--- config.mk ---
export PLATFORM = sky130hd
export DESIGN_NAME = dcache_tag_stage
export DESIGN_NICKNAME = d
export VERILOG_FILES = /design/src/design/dcache_pkg.sv /design/src/design/mem_op_pkg.sv /design/src/design/sram_1r1w.sv /design/src/design/dcache_tag_stage.sv
export VERILOG_INCLUDE_DIRS = /design/src /design/src/design
export SDC_FILE = /design/constraint.sdc
export NUM_CORES = 1
export LEC_CHECK = 0
export BUFFER_PORTS_ARGS = -buffer_cell sky130_fd_sc_hd__buf_2
export CAP_MARGIN = 20
export CORE_UTILIZATION = 38
export CTS_BUF_LIST = sky130_fd_sc_hd__clkbuf_16
export DETAILED_ROUTE_END_ITERATION = 10
export GPL_ROUTABILITY_DRIVEN = 0
export HOLD_SLACK_MARGIN = 0.15
export PLACE_DENSITY = 0.54
export SYNTH_ARGS = -nofsm -noshare
export SYNTH_HDL_FRONTEND = slang
export SYNTH_SLANG_ARGS = --single-unit
export TNS_END_PERCENT = 5
--- constraint.sdc ---
create_clock -name clk -period 2.9 [get_ports clk]
set_input_delay 0.435 -clock clk [delete_from_list [all_inputs] [get_ports clk]]
set_output_delay 0.435 -clock clk [all_outputs]
set_load 0.005 [all_outputs]
--- src/design/dcache_defines.svh ---
/*
 * Geometry of the L1 data cache.
 * Included by the packages and by every RTL module; the package types
 * derive their widths from these values.
 */

`ifndef DCACHE_DEFINES_SVH
`define DCACHE_DEFINES_SVH

// Associativity and number of sets
`define DCACHE_WAYS 4
`define DCACHE_SETS 16

// Line size, 32-bit words per line follow from it
`define DCACHE_LINE_BYTES 16
`define DCACHE_LINE_WORDS (`DCACHE_LINE_BYTES / 4)

// Address split: tag | set | offset
`define DCACHE_OFFSET_WIDTH 4
`define DCACHE_SET_WIDTH 4
`define DCACHE_ADDR_WIDTH 32

`endif

--- src/design/dcache_pkg.sv ---
/*
 * Storage types of the L1 data cache: tags, set and way indices, cache
 * lines, the address split and the line fill from the next level.
 * Import with a wildcard where any of these types is needed.
 */

`default_nettype none

`include "dcache_defines.svh"

package dcache_pkg;

    typedef logic [`DCACHE_ADDR_WIDTH - `DCACHE_SET_WIDTH - `DCACHE_OFFSET_WIDTH - 1:0]
        dcache_tag_t;
    typedef logic [`DCACHE_SET_WIDTH - 1:0] dcache_set_idx_t;
    typedef logic [$clog2(`DCACHE_WAYS) - 1:0] dcache_way_idx_t;

    // Byte k of a line sits at bits 8k+7:8k
    typedef logic [`DCACHE_LINE_BYTES * 8 - 1:0] cache_line_t;

    typedef struct packed
    {
        dcache_tag_t tag;
        dcache_set_idx_t set_idx;
        logic [`DCACHE_OFFSET_WIDTH - 1:0] offset;
    } line_addr_t;

    // Address of a whole line, offset removed
    typedef logic [`DCACHE_ADDR_WIDTH - `DCACHE_OFFSET_WIDTH - 1:0] line_index_t;

    // Fill from the next level, writes tag, valid bit and data of one way
    typedef struct packed
    {
        logic en;
        dcache_way_idx_t way;
        dcache_set_idx_t set_idx;
        dcache_tag_t tag;
        cache_line_t data;
    } dcache_fill_t;

endpackage

`default_nettype wire

--- src/design/mem_op_pkg.sv ---
/*
 * Memory-operation types: the request into the cache and the response,
 * write-through store and load miss that come out of it.
 * Builds on the storage types of the cache package.
 */

`default_nettype none

`include "dcache_defines.svh"

package mem_op_pkg;

    import dcache_pkg::*;

    typedef enum logic [1:0]
    {
        MEM_B,
        MEM_S,
        MEM_L,
        MEM_BLOCK
    } mem_access_t;

    // One bit per line word, bit j selects word j
    typedef logic [`DCACHE_LINE_WORDS - 1:0] lane_mask_t;

    typedef struct packed
    {
        logic valid;
        logic is_load;
        mem_access_t access;
        line_addr_t addr;
        lane_mask_t lane_mask;
        logic [`DCACHE_LINE_WORDS - 1:0][31:0] store_value;
    } mem_req_t;

    typedef struct packed
    {
        logic valid;
        logic is_load;
        logic hit;
        logic fault;
        cache_line_t load_data;
    } mem_resp_t;

    typedef struct packed
    {
        logic en;
        line_index_t line;
        logic [`DCACHE_LINE_BYTES - 1:0] byte_mask;
        cache_line_t data;
    } store_req_t;

    typedef struct packed
    {
        logic en;
        line_index_t line;
    } miss_req_t;

endpackage

`default_nettype wire

--- src/design/sram_1r1w.sv ---
/*
 * Synchronous memory with one read and one write port.
 * Read data is registered and appears the cycle after read_en. A read of
 * the address being written in the same cycle returns the new data.
 * The payload type is a parameter, so tags and lines share this block.
 */

`timescale 1ns/1ps
`default_nettype none

`include "dcache_defines.svh"

module sram_1r1w
#(
    parameter type DATA_T = logic [31:0],
    parameter int SIZE = 64,
    localparam int ADDR_WIDTH = $clog2(SIZE)
)
(
    input wire clk,

    input wire read_en,
    input wire [ADDR_WIDTH - 1:0] read_addr,
    output DATA_T read_data,

    input wire write_en,
    input wire [ADDR_WIDTH - 1:0] write_addr,
    input DATA_T write_data
);

    DATA_T mem[SIZE];

    always_ff @(posedge clk)
    begin
        if (write_en)
            mem[write_addr] <= write_data;

        if (read_en)
        begin
            // Forward the word being written
            if (write_en && write_addr == read_addr)
                read_data <= write_data;
            else
                read_data <= mem[read_addr];
        end
    end

endmodule

`default_nettype wire

--- src/design/dcache_tag_stage.sv ---
/*
 * First stage of the data cache pipeline.
 * Registers the incoming request and reads the tag and valid bit of every
 * way in the request's set. Holds the valid bits and one tag memory per
 * way, both written by line fills.
 */

`timescale 1ns/1ps
`default_nettype none

`include "dcache_defines.svh"

module dcache_tag_stage
    import dcache_pkg::*, mem_op_pkg::*;
(
    input wire clk,
    input wire reset,

    // Request and fill from outside
    input mem_req_t req,
    input dcache_fill_t fill,

    // To the data stage
    output mem_req_t dt_req,
    output dcache_tag_t dt_tag[`DCACHE_WAYS],
    output logic [`DCACHE_WAYS - 1:0] dt_valid
);

    logic [`DCACHE_WAYS - 1:0] valid_bits[`DCACHE_SETS];
    logic req_valid_q;
    mem_req_t req_q;

    // Tag memory per way, read with the incoming set index
    for (genvar way = 0; way < `DCACHE_WAYS; way++)
    begin : tag_way_gen
        sram_1r1w #(
            .DATA_T(dcache_tag_t),
            .SIZE(`DCACHE_SETS)
        ) i_tag_mem (
            .clk(clk),
            .read_en(req.valid),
            .read_addr(req.addr.set_idx),
            .read_data(dt_tag[way]),
            .write_en(fill.en && fill.way == dcache_way_idx_t'(way)),
            .write_addr(fill.set_idx),
            .write_data(fill.tag)
        );
    end

    // Valid bits, a fill marks its way valid
    always_ff @(posedge clk, posedge reset)
    begin
        if (reset)
        begin
            for (int s = 0; s < `DCACHE_SETS; s++)
                valid_bits[s] <= '0;
        end
        else if (fill.en)
            valid_bits[fill.set_idx][fill.way] <= 1'b1;
    end

    always_ff @(posedge clk, posedge reset)
    begin
        if (reset)
        begin
            req_valid_q <= 1'b0;
            dt_valid <= '0;
        end
        else
        begin
            req_valid_q <= req.valid;
            if (req.valid)
                dt_valid <= valid_bits[req.addr.set_idx];
        end
    end

    // Request payload
    always_ff @(posedge clk)
    begin
        if (req.valid)
            req_q <= req;
    end

    always_comb
    begin
        dt_req = req_q;
        dt_req.valid = req_valid_q;
    end

endmodule

`default_nettype wire

Word-level counts from Yosys, hierarchy flattened:

Memories as Yosys holds them, arrays and structs flattened. A register that Yosys moved wholly into a read port is not among the register bits.
Index checks and enable logic that the tools add are counted.

* input port bits: 329
* output and inout port bits: 268
* register bits after elaboration: 236
* memories: 4
* logic and storage cells: 65
* memory bits (writable): 1536

* equality and inequality tests: 3
* magnitude comparators: 5
* reductions and logical operators: 7
* bitwise logic cells: 3
* multiplexer cells: 15

Memories
* tag_way_gen[0].i_tag_mem.mem: words 16, bits a word 24, read ports 1, clocked after Yosys merged registers in 1, write ports 1, line sram_1r1w.sv:31 `DATA_T mem[SIZE];`
* tag_way_gen[1].i_tag_mem.mem: words 16, bits a word 24, read ports 1, clocked after Yosys merged registers in 1, write ports 1, line sram_1r1w.sv:31
* tag_way_gen[2].i_tag_mem.mem: words 16, bits a word 24, read ports 1, clocked after Yosys merged registers in 1, write ports 1, line sram_1r1w.sv:31
* tag_way_gen[3].i_tag_mem.mem: words 16, bits a word 24, read ports 1, clocked after Yosys merged registers in 1, write ports 1, line sram_1r1w.sv:31

Operators by type and width (number)
* $or 64x64->64: 1
* $bmux 4 s4: 1
* $demux 4 s4: 1
* $mux 4: 3
* $ge 5x5->1 const B: 2
* $not 4->5: 2
* $mux 1: 9
* $logic_and 1x1->1: 6
* $lt 5x1->1 const B: 1
* $eq 2x2->1 const B: 2
* $lt 2x3->1 const B: 1
* $demux 1 s2: 1
* $eq 2x1->1 const B: 1
* $ge 2x1->1 const B: 1
* $logic_not 2->1: 1

Longest topological paths before layout:

* depth after elaboration: 7
* mapped depth: 8
* gate-level depth less buffers: 4

Hierarchy:

A second synthesis with hierarchy kept.

* cell total of the unflattened synthesis: 3033
* area, all modules: 71125.7 um^2

Modules (own cells, without submodules)
* sram_1r1w: area each 15771.4 um^2, seq. area each 12251.8 um^2, times used 4, cells each 664
* dcache_tag_stage: area each 8040.2 um^2, seq. area each 6741.5 um^2, times used 1, cells each 377

Worst setup path after synthesis:

No wires, ideal clock.

* path type: input to register
* start: input port fill[156] (netlist name)
* end: memory tag_way_gen[0].i_tag_mem.mem[3][0] (netlist name) (enable)
* data arrival time: 2.219 ns
* cell stages on the path: 4
* buffers on the path: 2
* library setup time: 0.406 ns
* required time: 2.494 ns
* slack: 0.275 ns
* cell sequence: or3b_1 buf_2 clkbuf_1 nor2_1

* longest elaborated chain between the ends: 4

RTL lines
* from (decl): line dcache_tag_stage.sv:21 `input dcache_fill_t fill,`
* $logic_not 2->1: line dcache_tag_stage.sv:44 `.write_en(fill.en && fill.way == dcache_way_idx_t'(way)),`
* $logic_and 1x1->1: line dcache_tag_stage.sv:44
* $mux 1: line sram_1r1w.sv:35 `if (write_en)`
* $mux 1 (not written as such): line sram_1r1w.sv:36 `mem[write_addr] <= write_data;`
* to (decl): line sram_1r1w.sv:31

No other way between the ends.

==> impl_results.md <==
- GRT overflow: 0
- Synth Flop Type: edfxtp_1
- Sequential share of the synthesized area: 0.802
- Met3 GRT Util: 0.0309
- Final period util: 0.840
- F_max: between 400 and 500 MHz
- Netlist cell types: 25
- RSZ-0062 raised after global routing: no
- Maximum VDD drop: about 640 µV
- Setup ws final: ~0.47 ns
- Final Hold Fails: 0
- Gr busiest metal: met2
- Crit path DAT: just under 3 ns
- Startpoint Class: input port
- Skew final: around 0.019 ns
- Die W: ~430 µm
- Clock tree root driver cell: clkbuf_16
- Inserted Clock Buffers: ~190
- Status: completed
- #FFs+latches synth: around 1.9k
- Number of global-route vias before repair: roughly 36k
- CTS HTree Levels: 4
- Core ar.: around 180,000 µm²
- P&R area growth vs syn: 22.5%
- CP required: 3.45 ns
- Initial Util: 0.384
- Grt met2 use: 0.335
- Commonest non-fill, non-tap cell in the layout: edfxtp_1
- Clock Latency Late Sink: 0.82 ns
- Final setup viols: 0
- Row cnt: roughly 160
- Post-CTS Resized: 0
- DRC Markers: 0
- Iter 0 DRT Violations: roughly 3k
- Worst Path Class, Setup: in2reg
- Core Util, Final: 0.470
- Fin. max-slew vios: 0
- Post-Synthesis Cells: 2,995
- TritonCTS clock tree: yes
- Pre-CTS WS: between 0.2 and 0.25 ns
- Post-Syn Area per Cell: roughly 23 µm²
- Pin count of the biggest net entering global routing: 69
- Clock Sink Count: 1,868
- Ys async rst share: 0.0369
- Final min period: 2.43 ns
- Io pins: roughly 600
- Post-synth EDFFs: 1,799
- Vias/cell: around 5.3
- Netlist Area Pre-Place: a little under 70,000 µm²
- Post-CTS setup buffers: 0
- Leakage: about 29 nW
- Worst Tran Pin Value: ~1.1 ns
- Initial antenna violation count: 15
- Total die area: 185,000 µm²
- Clk buf depth: 3
- DP Wirelength: around 99,000 µm
- WL/cell: around 28 µm
- Global-route met1 utilization: 0.252
- Highest-count cells in the layout ignoring fill and taps: edfxtp_1 (1,799), buf_2 (465), mux4_2 (400)
- Maxcap violations: 0
- Post-route setup TNS: 0 ns
- Synth Net Count: about 3.3k
- Pwr per Cell Area: approximately 670 nW/µm²
- Slew headroom: 0.264
- Layout cell share with drive strength beyond 1: 0.385
- Die height: between 400 and 500 µm
- First-pass GRT wire length: 256,000 µm
- Gr usage total: 0.194
- 1st-pass router iterations: 5
- Vias post-DR: approximately 34k
- Hold-fix buffer count after cts: 180
- Hold Crit Class: in2reg
- WL final: about 180,000 µm
- Crit path max fanout: 16
- Fin nets: between 4k and 5k
- Post-DRT Antenna Nets: 0
- CTS clock-pin slew for the worst setup and hold paths: roughly 0.060 ns
- Synthesis Warnings: 0
- Critical Path Sink Type: flip-flop
- IO buf count: ~470
-- cells in the mapped netlist (4+ instances only) --
cell type / count / area (µm²)
or2_2: 64 / 400
mux4_2: 400 / 9010
nand3_1: 7 / 35.0
buf_1: 24 / 90.1
o21ai_0: 4 / 20.0
dfrtp_1: 69 / 1730
xnor2_1: 4 / 35.0
mux2_2: 100 / 1130
nor2_1: 70 / 263
edfxtp_1: 1799 / 54000
nor2b_1: 11 / 68.8
buf_2: 45 / 225
buf_6: 24 / 270
a21oi_1: 4 / 20.0
a22oi_1: 192 / 1440
nand2_1: 106 / 398
mux2i_1: 4 / 40.0
clkbuf_1: 59 / 221
-- where the power goes --
part           switching (mW)  internal, mW  leakage (nW)
Combinational            1.87          1.64          8.30
Sequential              0.252          30.3          17.3
Clock                    10.1          12.5          3.04
Total                    12.2          44.5          28.6
-- per-layer routing --
layer | routed length, µm | share of wire
met5 | 45 | 0.00025
met4 | 4540 | 0.025
met3 | 9060 | 0.050
met2 | 91700 | 0.51
met1 | 74600 | 0.41
-- final timing paths --
kind                                                       from                                     end  slack [ns]  cells past startpoint
setup / recovery                                       req[136]  tag_way_gen[2].i_tag_mem.read_data[13]        0.47                      8
hold / removal                                        fill[137]      tag_way_gen[0].i_tag_mem.mem[8][9]        0.17                      1
setup reg to reg           tag_way_gen[1].i_tag_mem.mem[10][17]  tag_way_gen[1].i_tag_mem.read_data[17]        1.02                      4
hold reg to reg                                  valid_bits[21]                          valid_bits[21]        0.46                      1
max in group asynchronous                                 reset                          valid_bits[17]        1.87                      4
min in group asynchronous                                 reset                             req_valid_q        0.24                      3
-- layout make-up --
class	count	area (µm²)
diodes	4	10.0
clock inverters	160	1000
well taps	2370	2970
fillers	14900	96000
repair buffers	859	7270
multi-input cells	973	13400
flip-flops and latches	1868	55700
inverters	1	3.75
clock buffers	189	4730
-- critical path: stages --
cell and delay (ns):
dlygate4sd3_1 0.56, buf_8 0.24, buf_12 0.24, buf_12 0.21, mux4_2 0.52, a22oi_1 0.32, nand2_1 0.10, mux2_2 0.30
-- stage by stage --
| stage | total power [mW] | std cells | hold WS [ns] | cell area (µm²) |
|---|---|---|---|---|
| 6_report | 56.7 | 6424 | 0.174 | 85100 |
| 3_3_place_gp | 34.4 | 5891 | 0.445 | 77600 |
| 2_1_floorplan | 32.6 | 2995 | 0.434 | 69500 |
| 5_1_grt | 58.5 | 6422 | 0.181 | 85100 |
| 3_5_place_dp | 34.5 | 5891 | 0.447 | 77600 |
| 4_1_cts | 57.3 | 6420 | 0.155 | 85100 |
-- logic make-up after synthesis --
group	after synthesis	share of synthesized area
AND/OR/NAND/NOR	265	0.0175
multiplexers	504	0.146
buffers and inverters	154	0.0118
AO/OA/AOI/OAI	200	0.0213
flip-flops	1868	0.802
XOR/XNOR	4	0.000504
-- flip-flops by register name (all words and copies together), names as in the netlist --
| register | flops |
|---|---|
| tag_way_gen.i_tag_mem.mem | 1536 |
| valid_bits | 64 |
| dt_req | 167 |
| req_valid_q | 1 |
| dt_valid | 4 |
| tag_way_gen.i_tag_mem.read_data | 96 |
No activity file was read; power rests on OpenSTA's default activity.
